**config.mk**
```make
export PLATFORM = sky130hd
export DESIGN_NAME = cpuTop
export DESIGN_NICKNAME = d
export VERILOG_FILES = /design/src/source/cpuPkg.sv /design/src/source/cpuTop.sv /design/src/source/cpuSequencer.sv /design/src/source/memoryPort.sv /design/src/source/executeUnit.sv /design/src/source/registerFile.sv
export SDC_FILE = /design/constraint.sdc
export NUM_CORES = 2
export LEC_CHECK = 0
export ABC_CLOCK_PERIOD_IN_PS = 37000
export BUFFER_PORTS_ARGS = -buffer_cell sky130_fd_sc_hd__buf_2
export CORE_UTILIZATION = 70
export DETAILED_ROUTE_END_ITERATION = 8
export PLACE_DENSITY = 0.87
export SLEW_MARGIN = 5
export SYNTH_ARGS = -nofsm -noshare
export SYNTH_HDL_FRONTEND = slang
export SYNTH_SLANG_ARGS = --single-unit
```
**constraint.sdc**
```tcl
create_clock -name clk -period 37 [get_ports clk]
set_clock_uncertainty 0.1 [all_clocks]
set_input_delay 5.55 -clock clk [delete_from_list [all_inputs] [get_ports clk]]
set_output_delay 5.55 -clock clk [all_outputs]
set_load 0.01 [all_outputs]
```
**src/source/cpuPkg.sv**
```systemverilog
package cpuPkg;

  localparam int DataWidth = 32; // Data and address word

  typedef logic [DataWidth-1:0] dataWord;

  // Byte 0 of every instruction word
  typedef enum logic [7:0] {
    Stall = 8'd0,
    MovRC, MovRR, MovRdC, MovRdR, MovRdRo, MovRdRoR,
    MovdCR, MovdRoR, MovdRoRR,
    PushR, PopR, CallR, Ret,
    JmpC, JeC, JneC, JzRC, JnzRC,
    CmpRR, CmpRC, CmpERRR, CmpNeRRR, CmpLtRRR, CmpGtRRR,
    AddRRC, AddRRR, SubRRC, SubRRR, IncR, DecR,
    ShlRRR, ShrRRR, NegRR, MulAddRRC,
    DoutR
  } opCode;

  typedef enum logic [2:0] {
    FetchInstr, Decode, RegRead, FetchData, MemAccess, Execute
  } seqState;

  typedef enum logic [1:0] {SpHold, SpUp, SpDown} stackAdjust;

  localparam int StackPointerReg = 0;
  localparam int FlagsReg = 1;        // Bit 0 equal, bit 1 less, bit 2 greater
  localparam dataWord StackStep = 4;  // Bytes per stack slot

  // Opcodes followed by a constant or offset word
  function automatic logic isLongOp(opCode op);
    case (op)
      MovRC, MovRdC, MovRdRo, MovRdRoR, MovdCR, MovdRoR, MovdRoRR,
      JmpC, JeC, JneC, JzRC, JnzRC, CmpRC, AddRRC, SubRRC, MulAddRRC: return 1'b1;
      default: return 1'b0;
    endcase
  endfunction

  // Data reads in MemAccess
  function automatic logic isLoadOp(opCode op);
    case (op)
      MovRdC, MovRdR, MovRdRo, MovRdRoR, PopR, Ret: return 1'b1;
      default: return 1'b0;
    endcase
  endfunction

  // Data writes in MemAccess
  function automatic logic isStoreOp(opCode op);
    case (op)
      MovdCR, MovdRoR, MovdRoRR, PushR, CallR: return 1'b1;
      default: return 1'b0;
    endcase
  endfunction

endpackage
```
**src/source/cpuTop.sv**
```systemverilog
`timescale 1ns/1ns

module cpuTop #(
  parameter int NumRegs = 16
) (
  input  logic            clk,
  input  logic            reset,
  output logic            memReq,
  output logic            memWrite,
  output cpuPkg::dataWord memAddress,
  output cpuPkg::dataWord memWriteData,
  input  cpuPkg::dataWord memReadData,
  input  logic            memAck,
  output cpuPkg::dataWord debugOut,
  output logic            debugValid
);
  import cpuPkg::*;

  localparam int RegAddrWidth = $clog2(NumRegs);

  // Sequencer to memory port
  logic    memStart;
  logic    memStore;
  logic    memDone;
  dataWord memReqAddress;
  dataWord memStoreData;
  dataWord memData;
  // Register file links
  logic [RegAddrWidth-1:0] regAddrA;
  logic [RegAddrWidth-1:0] regAddrB;
  logic [RegAddrWidth-1:0] regAddrC;
  logic [RegAddrWidth-1:0] regWriteAddr;
  dataWord    regDataA;
  dataWord    regDataB;
  dataWord    regDataC;
  logic       regWrite;
  stackAdjust spAdjust;
  dataWord    stackPointer;
  dataWord    flags;
  // Execute links
  opCode   opValue;
  dataWord operandA;
  dataWord operandB;
  dataWord operandC;
  dataWord constWord;
  dataWord loadedWord;
  dataWord ipointer;
  dataWord writeData;
  dataWord flagsResult;
  dataWord accessAddress;
  dataWord storeData;
  logic    flagsWrite;
  logic    branchTaken;

  cpuSequencer #(.NumRegs(NumRegs)) sequencer (
    .clk, .reset,
    .memStart, .memStore, .memReqAddress, .memStoreData, .memDone, .memData,
    .regAddrA, .regAddrB, .regAddrC, .regDataA, .regDataB, .regDataC,
    .regWrite, .regWriteAddr, .spAdjust,
    .opValue, .operandA, .operandB, .operandC,
    .dataWord(constWord), .loadedWord, .ipointer,
    .branchTaken, .accessAddress, .storeData,
    .debugOut, .debugValid
  );

  registerFile #(.NumRegs(NumRegs)) regFile (
    .clk, .reset,
    .addrA(regAddrA), .addrB(regAddrB), .addrC(regAddrC),
    .dataA(regDataA), .dataB(regDataB), .dataC(regDataC),
    .writeEnable(regWrite), .writeAddr(regWriteAddr), .writeData,
    .flagsWrite, .flagsData(flagsResult), .spAdjust,
    .stackPointer, .flags
  );

  executeUnit execUnit (
    .opValue, .operandA, .operandB, .operandC,
    .dataWord(constWord), .loadedWord, .flags, .stackPointer, .ipointer,
    .writeData, .flagsWrite, .flagsResult, .branchTaken, .accessAddress, .storeData
  );

  memoryPort memPort (
    .clk, .reset,
    .start(memStart), .store(memStore), .address(memReqAddress), .storeData(memStoreData),
    .done(memDone), .readData(memData),
    .memReq, .memWrite, .memAddress, .memWriteData, .memAck, .memReadData
  );

endmodule

```
**src/source/cpuSequencer.sv**
```systemverilog
`timescale 1ns/1ns

module cpuSequencer #(
  parameter int NumRegs = 16,
  localparam int RegAddrWidth = $clog2(NumRegs)
) (
  input  logic                    clk,
  input  logic                    reset,
  output logic                    memStart,
  output logic                    memStore,
  output cpuPkg::dataWord         memReqAddress,
  output cpuPkg::dataWord         memStoreData,
  input  logic                    memDone,
  input  cpuPkg::dataWord         memData,
  output logic [RegAddrWidth-1:0] regAddrA,
  output logic [RegAddrWidth-1:0] regAddrB,
  output logic [RegAddrWidth-1:0] regAddrC,
  input  cpuPkg::dataWord         regDataA,
  input  cpuPkg::dataWord         regDataB,
  input  cpuPkg::dataWord         regDataC,
  output logic                    regWrite,
  output logic [RegAddrWidth-1:0] regWriteAddr,
  output cpuPkg::stackAdjust      spAdjust,
  output cpuPkg::opCode           opValue,
  output cpuPkg::dataWord         operandA,
  output cpuPkg::dataWord         operandB,
  output cpuPkg::dataWord         operandC,
  output cpuPkg::dataWord         dataWord,
  output cpuPkg::dataWord         loadedWord,
  output cpuPkg::dataWord         ipointer,
  input  logic                    branchTaken,
  input  cpuPkg::dataWord         accessAddress,
  input  cpuPkg::dataWord         storeData,
  output cpuPkg::dataWord         debugOut,
  output logic                    debugValid
);
  import cpuPkg::*;

  seqState              state;
  logic                 waiting;      // Access issued and done not yet seen
  logic [DataWidth-1:0] instrWord;
  logic                 needsMemory;
  logic                 inExecute;

  // Opcodes that write through the Execute strobe including flags
  function automatic logic writesRegister(opCode op);
    case (op)
      MovRC, MovRR, MovRdC, MovRdR, MovRdRo, MovRdRoR, PopR,
      CmpRR, CmpRC, CmpERRR, CmpNeRRR, CmpLtRRR, CmpGtRRR,
      AddRRC, AddRRR, SubRRC, SubRRR, IncR, DecR,
      ShlRRR, ShrRRR, NegRR, MulAddRRC: return 1'b1;
      default: return 1'b0;
    endcase
  endfunction

  assign needsMemory = isLoadOp(opValue) || isStoreOp(opValue);
  assign inExecute   = state == Execute;

  // One start per memory state
  assign memStart = !waiting &&
                    (state == FetchInstr || state == FetchData || state == MemAccess);
  assign memStore = (state == MemAccess) && isStoreOp(opValue);
  assign memStoreData = storeData;

  always_comb begin
    case (state)
      FetchData: memReqAddress = ipointer + 32'd4;   // Word after the opcode
      MemAccess: memReqAddress = accessAddress;
      default:   memReqAddress = ipointer;
    endcase
  end

  assign regWrite     = inExecute && writesRegister(opValue);
  assign regWriteAddr = regAddrA;       // Destination is always field A

  always_comb begin
    spAdjust = SpHold;
    if (inExecute) begin
      case (opValue)
        PushR, CallR: spAdjust = SpUp;
        PopR, Ret:    spAdjust = SpDown;
        default:      spAdjust = SpHold;
      endcase
    end
  end

  assign debugValid = inExecute && (opValue == DoutR);
  assign debugOut   = operandA;

  always_ff @(posedge clk or posedge reset) begin
    if (reset) begin
      state    <= FetchInstr;
      waiting  <= 1'b0;
      ipointer <= '0;
      opValue  <= Stall;
    end else begin
      if (memStart) begin
        waiting <= 1'b1;
      end else if (memDone) begin
        waiting <= 1'b0;
      end
      case (state)
        FetchInstr: begin
          if (memDone) state <= Decode;
        end
        Decode: begin
          opValue <= opCode'(instrWord[7:0]);
          state   <= RegRead;
        end
        RegRead: begin
          if (isLongOp(opValue)) begin
            state <= FetchData;
          end else if (needsMemory) begin
            state <= MemAccess;
          end else begin
            state <= Execute;
          end
        end
        FetchData: begin
          if (memDone) state <= needsMemory ? MemAccess : Execute;
        end
        MemAccess: begin
          if (memDone) state <= Execute;
        end
        Execute: begin
          // Next instruction address
          if (opValue == Stall) begin
            ipointer <= ipointer;        // Spin on the stall word
          end else if (branchTaken || opValue == JmpC) begin
            ipointer <= dataWord;
          end else if (opValue == CallR) begin
            ipointer <= operandA;
          end else if (opValue == Ret) begin
            ipointer <= loadedWord + StackStep;   // Skip the call itself
          end else if (isLongOp(opValue)) begin
            ipointer <= ipointer + 32'd8;
          end else begin
            ipointer <= ipointer + 32'd4;
          end
          state <= FetchInstr;
        end
        default: state <= FetchInstr;
      endcase
    end
  end

  // Instruction payload latches
  always_ff @(posedge clk) begin
    if (state == FetchInstr && memDone) begin
      instrWord <= memData;
    end
    if (state == Decode) begin
      regAddrA <= instrWord[8 +: RegAddrWidth];    // Fields modulo NumRegs
      regAddrB <= instrWord[16 +: RegAddrWidth];
      regAddrC <= instrWord[24 +: RegAddrWidth];
    end
    if (state == RegRead) begin
      operandA <= regDataA;
      operandB <= regDataB;
      operandC <= regDataC;
    end
    if (state == FetchData && memDone) begin
      dataWord <= memData;
    end
    if (state == MemAccess && memDone) begin
      loadedWord <= memData;
    end
  end

endmodule

```
**src/source/memoryPort.sv**
```systemverilog
`timescale 1ns/1ns

module memoryPort (
  input  logic            clk,
  input  logic            reset,
  input  logic            start,        // One-cycle access request
  input  logic            store,
  input  cpuPkg::dataWord address,
  input  cpuPkg::dataWord storeData,
  output logic            done,         // One-cycle completion
  output cpuPkg::dataWord readData,
  output logic            memReq,
  output logic            memWrite,
  output cpuPkg::dataWord memAddress,
  output cpuPkg::dataWord memWriteData,
  input  logic            memAck,
  input  cpuPkg::dataWord memReadData
);

  typedef enum logic [1:0] {Idle, Request, Release} portState;

  portState state;

  // Four-phase handshake control
  always_ff @(posedge clk or posedge reset) begin
    if (reset) begin
      state    <= Idle;
      memReq   <= 1'b0;
      memWrite <= 1'b0;
      done     <= 1'b0;
    end else begin
      done <= 1'b0;
      case (state)
        Idle: begin
          if (start) begin
            memReq   <= 1'b1;      // Rises the cycle after start
            memWrite <= store;
            state    <= Request;
          end
        end
        Request: begin
          if (memAck) begin
            memReq   <= 1'b0;
            memWrite <= 1'b0;
            state    <= Release;
          end
        end
        Release: begin
          // Wait for the memory to drop ack
          if (!memAck) begin
            done  <= 1'b1;
            state <= Idle;
          end
        end
        default: state <= Idle;
      endcase
    end
  end

  // Address and write data held stable for the whole request
  always_ff @(posedge clk) begin
    if (state == Idle && start) begin
      memAddress   <= address;
      memWriteData <= storeData;
    end
    if (state == Request && memAck) begin
      readData <= memReadData;   // Valid while ack high
    end
  end

endmodule

```
**src/source/executeUnit.sv**
```systemverilog
`timescale 1ns/1ns

module executeUnit (
  input  cpuPkg::opCode   opValue,
  input  cpuPkg::dataWord operandA,
  input  cpuPkg::dataWord operandB,
  input  cpuPkg::dataWord operandC,
  input  cpuPkg::dataWord dataWord,      // Second instruction word
  input  cpuPkg::dataWord loadedWord,    // Result of the data read
  input  cpuPkg::dataWord flags,
  input  cpuPkg::dataWord stackPointer,
  input  cpuPkg::dataWord ipointer,
  output cpuPkg::dataWord writeData,
  output logic            flagsWrite,
  output cpuPkg::dataWord flagsResult,
  output logic            branchTaken,
  output cpuPkg::dataWord accessAddress,
  output cpuPkg::dataWord storeData
);
  import cpuPkg::*;

  logic [DataWidth-1:0] compareRight;
  logic [DataWidth-1:0] mulRight;
  logic [DataWidth-1:0] product;
  logic                 isEqual;
  logic                 isLess;
  logic                 isGreater;

  // Flag compare of A against B or the constant
  assign compareRight = (opValue == CmpRC) ? dataWord : operandB;
  assign isEqual   = operandA == compareRight;
  assign isLess    = operandA < compareRight;   // Unsigned
  assign isGreater = operandA > compareRight;

  assign flagsWrite  = (opValue == CmpRR) || (opValue == CmpRC);
  assign flagsResult = {{(DataWidth - 3){1'b0}}, isGreater, isLess, isEqual};

  // One multiplier shared by scaled index and multiply-add
  assign mulRight = (opValue == MovRdRoR) ? operandC : operandB;
  assign product  = dataWord * mulRight;

  always_comb begin
    case (opValue)
      MovRC:                                writeData = dataWord;
      MovRR:                                writeData = operandB;
      MovRdC, MovRdR, MovRdRo, MovRdRoR, PopR: writeData = loadedWord;
      CmpERRR:   writeData = DataWidth'(operandB == operandC);
      CmpNeRRR:  writeData = DataWidth'(operandB != operandC);
      CmpLtRRR:  writeData = DataWidth'(operandB < operandC);
      CmpGtRRR:  writeData = DataWidth'(operandB > operandC);
      AddRRC:    writeData = operandB + dataWord;
      AddRRR:    writeData = operandB + operandC;
      SubRRC:    writeData = operandB - dataWord;
      SubRRR:    writeData = operandB - operandC;
      IncR:      writeData = operandA + 1'b1;
      DecR:      writeData = operandA - 1'b1;
      ShlRRR:    writeData = operandB << operandC;
      ShrRRR:    writeData = operandB >> operandC;   // Logical
      NegRR:     writeData = -operandB;
      MulAddRRC: writeData = operandA + product;
      default:   writeData = '0;
    endcase
  end

  // Jump conditions with the target taken from the sequencer
  always_comb begin
    case (opValue)
      JeC:     branchTaken = flags[0];
      JneC:    branchTaken = !flags[0];
      JzRC:    branchTaken = operandA == '0;
      JnzRC:   branchTaken = operandA != '0;
      default: branchTaken = 1'b0;
    endcase
  end

  always_comb begin
    case (opValue)
      MovRdC, MovdCR: accessAddress = dataWord;
      MovRdR:         accessAddress = operandB;
      MovRdRo:        accessAddress = operandB + dataWord;
      MovRdRoR:       accessAddress = operandB + product;  // Base B, index C
      MovdRoR:        accessAddress = operandA + dataWord;
      MovdRoRR:       accessAddress = operandA + product;  // Base A, index B
      PushR, CallR:   accessAddress = stackPointer;        // Stack grows up
      PopR, Ret:      accessAddress = stackPointer - StackStep;
      default:        accessAddress = '0;
    endcase
  end

  always_comb begin
    case (opValue)
      PushR:    storeData = operandA;
      CallR:    storeData = ipointer;   // Return lands after the call
      MovdRoRR: storeData = operandC;
      default:  storeData = operandB;   // MovdCR, MovdRoR
    endcase
  end

endmodule

```
**src/source/registerFile.sv**
```systemverilog
`timescale 1ns/1ns

module registerFile #(
  parameter int NumRegs = 16,
  localparam int RegAddrWidth = $clog2(NumRegs)
) (
  input  logic                    clk,
  input  logic                    reset,
  input  logic [RegAddrWidth-1:0] addrA,
  input  logic [RegAddrWidth-1:0] addrB,
  input  logic [RegAddrWidth-1:0] addrC,
  output cpuPkg::dataWord         dataA,
  output cpuPkg::dataWord         dataB,
  output cpuPkg::dataWord         dataC,
  input  logic                    writeEnable,  // Execute write strobe
  input  logic [RegAddrWidth-1:0] writeAddr,
  input  cpuPkg::dataWord         writeData,
  input  logic                    flagsWrite,   // Redirects the strobe to the flags
  input  cpuPkg::dataWord         flagsData,
  input  cpuPkg::stackAdjust      spAdjust,
  output cpuPkg::dataWord         stackPointer,
  output cpuPkg::dataWord         flags
);
  import cpuPkg::*;

  dataWord regs [NumRegs];

  // Three combinational read ports
  assign dataA = regs[addrA];
  assign dataB = regs[addrB];
  assign dataC = regs[addrC];

  assign stackPointer = regs[StackPointerReg];
  assign flags        = regs[FlagsReg];

  always_ff @(posedge clk or posedge reset) begin
    if (reset) begin
      for (int i = 0; i < NumRegs; i++) begin
        regs[i] <= '0;
      end
    end else begin
      if (writeEnable) begin
        if (flagsWrite) begin
          regs[FlagsReg] <= flagsData;    // Compares land in the flags
        end else begin
          regs[writeAddr] <= writeData;
        end
      end
      // Stack pointer moves alongside a pop destination write
      case (spAdjust)
        SpUp:    regs[StackPointerReg] <= regs[StackPointerReg] + StackStep;
        SpDown:  regs[StackPointerReg] <= regs[StackPointerReg] - StackStep;
        default: ;
      endcase
    end
  end

endmodule

```
==> impl_metrics.env, run 1 <==
export IMPL_status="did not finish"
export IMPL_stop_stage="global routing"
export IMPL_tool_error="[ERROR GRT-0232] Routing congestion too high. Check the congestion heatmap in the GUI."
export IMPL_die_x_um=345
export IMPL_seq_area_frac_synth_pct=27.6
export IMPL_grt_max_degree=143
export IMPL_yosysWarnings=0
export IMPL_ys_seq_elements=849
export IMPL_cts_hold_buf=0
export IMPL_syn_inst=8514
export IMPL_cts_sink_count=849
export IMPL_cts_inserted_buffers=90
export IMPL_hpwlAfterDp_um=283000
export IMPL_synth_edf_count=288
export IMPL_pre_cts_slack_ns=23.93
export IMPL_htreeDepth=3
export IMPL_clk_path_buf_depth=3
export IMPL_syn_cell_area_um2=82300
export IMPL_top_level_ports=134
export IMPL_synthDistinctLibCells=97
export IMPL_start_util_pct=70.7
export IMPL_synth_nets=9345
export IMPL_die_h_um=345
export IMPL_async_reset_ff_share_pct=66.1
export IMPL_num_rows=125
export IMPL_grt_overflow_total=178
export IMPL_ys_flop_type="dfrtp_1"
export IMPL_clockRootBuffer="clkbuf_16"
export IMPL_grt_usage_pct=80.6
export IMPL_cts_setup_buffers=0
export IMPL_post_dp_cell_area_um2=84700
export IMPL_antenna_found_initial=77
export IMPL_syn_avg_cell_area_um2=9.66
export IMPL_port_buffers=133
export IMPL_ctsResizeCount=0
export IMPL_routabilityCongestion=1.20
-- logic make-up after synthesis --
family                   synth area share, %
adder cells (fa/ha/maj)                 15.9
AO/OA/AOI/OAI                           16.1
multiplexers                            16.8
XOR/XNOR                                4.20
AND/OR/NAND/NOR                         13.9
buffers and inverters                   5.51
flip-flops                              27.6
-- metrics by stage --
step                      hold WS, ns  cells
after global placement          0.301   9787
after detailed placement        0.307   9787
after floorplan                 0.300   8514
after CTS                       0.332   9957
-- routing by layer --
| layer | global-route usage [%] | overflow |
|---|---|---|
| met5 | 42.4 | 3 |
| met4 | 75.6 | 86 |
| met3 | 70.1 | 20 |
| met2 | 93.5 | 67 |
| met1 | 82.0 | 2 |
-- cells in the mapped netlist (all sizes together), types with 24 or more instances --
| cell type | number | share of area [%] |
|---|---|---|
| ha | 381 | 5.8 |
| and2 | 294 | 2.2 |
| nor2 | 643 | 2.9 |
| o211ai | 57 | 0.52 |
| xor2 | 122 | 1.3 |
| fa | 415 | 10 |
| edfxtp | 288 | 11 |
| a31oi | 59 | 0.45 |
| o21ai | 595 | 3.6 |
| mux4 | 517 | 14 |
| buf | 95 | 0.52 |
| a22oi | 80 | 0.73 |
| xnor2 | 259 | 2.8 |
| mux2 | 110 | 1.5 |
| a21o | 140 | 1.3 |
| mux2i | 94 | 1.1 |
| nor4 | 44 | 0.34 |
| nor2b | 54 | 0.41 |
| nand2b | 59 | 0.45 |
| a221o | 24 | 0.29 |
| nand2 | 940 | 4.3 |
| o21a | 55 | 0.50 |
| inv | 523 | 2.4 |
| o21bai | 36 | 0.33 |
| a21oi | 592 | 3.6 |
| or3 | 47 | 0.36 |
| o221ai | 32 | 0.34 |
| dfrtp | 561 | 17 |
| a221oi | 61 | 0.66 |
| nor3 | 127 | 0.80 |
| a211oi | 65 | 0.60 |
| o22ai | 32 | 0.24 |
| nand4 | 52 | 0.40 |
| clkbuf | 570 | 2.6 |
| and3 | 38 | 0.29 |
| nand3 | 112 | 0.68 |
| a222oi | 42 | 0.51 |
==> run 2, diff against run 1 <==
--- a/config.mk
+++ b/config.mk
@@ -7,9 +7,9 @@
 export LEC_CHECK = 0
 export ABC_CLOCK_PERIOD_IN_PS = 37000
 export BUFFER_PORTS_ARGS = -buffer_cell sky130_fd_sc_hd__buf_2
-export CORE_UTILIZATION = 70
+export CORE_UTILIZATION = 40
 export DETAILED_ROUTE_END_ITERATION = 8
-export PLACE_DENSITY = 0.87
+export PLACE_DENSITY_LB_ADDON = 0.15
 export SLEW_MARGIN = 5
 export SYNTH_ARGS = -nofsm -noshare
 export SYNTH_HDL_FRONTEND = slang
==> impl_metrics.env, run 2 <==
export IMPL_fmax_ghz=0.0725
export IMPL_fin_crit_sh_pct=37.3
export IMPL_grt_max_degree=150
export IMPL_dieArea_um2=207000
export IMPL_synthSimpleGateAreaFrac_pct=13.9
export IMPL_rsz0062_at_grt="no"
export IMPL_grt_usage_pct=39.1
export IMPL_cp_max_fo=24
export IMPL_syn2layout_area_growth_pct=9.43
export IMPL_synth_top_cell_by_area="dfrtp_1"
export IMPL_cp_common_cell="fa_1"
export IMPL_cts_clk_slew_worst_paths_ns=0.06
export IMPL_num_rows=166
export IMPL_grt_pass1_wl_um=573000
export IMPL_grt_overflow_total=0
export IMPL_synth_xor_area_share_pct=4.20
export IMPL_start_util_pct=40.2
export IMPL_htreeDepth=3
export IMPL_cts_sink_count=849
export IMPL_grt_util_met1_pct=52.1
export IMPL_hpwlAfterDp_um=304000
export IMPL_port_buffers=133
export IMPL_fill_cells=19740
export IMPL_first_global_vias=71549
export IMPL_wl_per_cell_um=36.8
export IMPL_hold_violations=0
export IMPL_syn_cell_area_um2=82300
export IMPL_crit_start="sequencer.opValue[1]"
export IMPL_ys_flop_type="dfrtp_1"
export IMPL_start_kind="flop"
export IMPL_wl_um=412000
export IMPL_ys_seq_elements=849
export IMPL_setup_tns_ns=0
export IMPL_setup_viol=0
export IMPL_cts_tree="yes"
export IMPL_seq_area_frac_synth_pct=27.6
export IMPL_synth_most_common_cell="nand2_1"
export IMPL_synth_common_cells="940 x nand2_1, 642 x nor2_1, 587 x o21ai_0, 583 x a21oi_1, 570 x clkbuf_1"
export IMPL_layout_commonest_cell="nand2_1"
export IMPL_status="finished, violations left"
export IMPL_cts_hold_buf=0
export IMPL_max_stage_delay_ns=1.18
export IMPL_ctsResizeCount=0
export IMPL_num_nets_final=9217
export IMPL_yosysWarnings=0
export IMPL_top_level_ports=134
export IMPL_r2r_cells=35
export IMPL_first_iter_violations=9906
export IMPL_muxShareOfSynthArea_pct=16.8
export IMPL_clockRootBuffer="clkbuf_16"
export IMPL_drc=0
export IMPL_clk_path_buf_depth=3
export IMPL_gr_max_usage_layer="met2"
export IMPL_via_per_inst=6.65
export IMPL_synth_area_leaders="dfrtp_1 17%, mux4_2 14%, edfxtp_1 11%"
export IMPL_synthDistinctLibCells=97
export IMPL_vias=74371
export IMPL_first_pass_iters=9
export IMPL_cts_setup_buffers=0
export IMPL_layout_drive_gt1_share_pct=16.0
export IMPL_max_slew_margin_pct=-7.69
export IMPL_routabilityCongestion=1.07
export IMPL_arrival_ns=14.29
export IMPL_antenna_found_initial=50
export IMPL_tightest_slew_ns=1.62
export IMPL_synth_fa_ha_area_share_pct=15.9
export IMPL_r2r_slack_ns=23.20
export IMPL_core_area_um2=204000
export IMPL_required_ns=37.50
export IMPL_worst_skew_pair_late_latency_ns=0.81
export IMPL_async_reset_ff_share_pct=66.1
export IMPL_ant_nets=0
export IMPL_met3_usage_pct=10.0
export IMPL_slowest_stage="o21ai_2"
export IMPL_drv_slew=1
export IMPL_end_kind="flop"
export IMPL_die_h_um=455
export IMPL_syn_inst=8514
export IMPL_hold_class="reg -> reg"
export IMPL_post_route_min_period_ns=13.80
export IMPL_synth_compound_area_share_pct=16.1
export IMPL_synth_edf_count=288
export IMPL_grt_use_met2_pct=56.9
export IMPL_syn_avg_cell_area_um2=9.66
export IMPL_criticalPathCategory="reg -> reg"
export IMPL_regToRegStartpoint="sequencer.opValue[1]"
export IMPL_cts_inserted_buffers=101
export IMPL_most_common_layout_cells="933 x nand2_1, 623 x nor2_1, 579 x a21oi_1, 575 x o21ai_0, 561 x dfrtp_1"
export IMPL_violations="slew limit"
export IMPL_die_x_um=455
export IMPL_utilization_pct=44.0
export IMPL_synth_top_area_share_pct=17.1
export IMPL_max_cap_viol_count=0
export IMPL_synth_nets=9345
export IMPL_synth_top_family_by_area="multiplexers"
[run 2: cell counts after synthesis]
Identical to the previous run, type by type.
[run 2: area by class of cell]
class / count / area, µm² / share of cell area, %
timing repair buffer: 434 / 2990 / 3.32
multi-input combinational: 6476 / 55500 / 61.6
antenna: 15 / 37.5 / 0.0417
sequential: 849 / 22700 / 25.2
tap: 2688 / 3360 / 3.74
clock inverter: 57 / 687 / 0.763
clock buffer: 134 / 2820 / 3.13
inverter: 524 / 1970 / 2.19
[run 2: per-layer routing]
metal / vias to the layer above / wire [µm]
li1: 30581 / -
met1: 37962 / 163000
met2: 4619 / 174000
met3: 1175 / 44000
met4: 34 / 30800
met5: - / 293
[run 2: metrics by stage]
stage	hold slack, ns	cells	area (µm²)	setup slack, ns
after global routing	0.319	11163	90000	22.74
final	0.316	11177	90000	23.20
after global placement	0.302	10971	86500	23.68
after CTS	0.325	11162	90000	23.61
after detailed placement	0.307	10971	86500	23.68
after floorplan	0.300	8514	82300	15.66
[run 2: critical path, delay by kind of cell (launching register included)]
family          cells  cell delay [ns]
compound gates     16             5.76
xor+xnor            1             0.33
fa+ha+maj          10             4.50
buf+inv             3             0.23
flops               1             0.67
simple gates        5             1.92
[run 2: logic make-up (layout without fill, tap and decap cells)]
group                    count (synthesis)  count (layout)
other                                    0              15
AND/OR/NAND/NOR                       2484            2484
AO/OA/AOI/OAI                         2089            2089
adder cells (fa/ha/maj)                797             797
XOR/XNOR                               385             385
multiplexers                           721             721
buffers and inverters                 1189            1149
flip-flops                             849             849
[run 2: worst min path at each step]
stage,start,to,slack (ns),depth (start not counted)
3_3_place_gp,sequencer.instrWord[25],sequencer.regAddrC[1],0.30,0
6_report,sequencer.instrWord[16],sequencer.regAddrB[0],0.32,0
3_5_place_dp,sequencer.instrWord[17],sequencer.regAddrB[1],0.31,0
5_1_grt,sequencer.instrWord[16],sequencer.regAddrB[0],0.32,0
2_1_floorplan,sequencer.instrWord[8],sequencer.regAddrA[0],0.30,0
4_1_cts,sequencer.instrWord[27],sequencer.regAddrC[3],0.32,0
Power of run 2 is left out: the tool's default activity adds up to more than one toggle a clock period on the data nets, which glitch-free logic cannot reach.
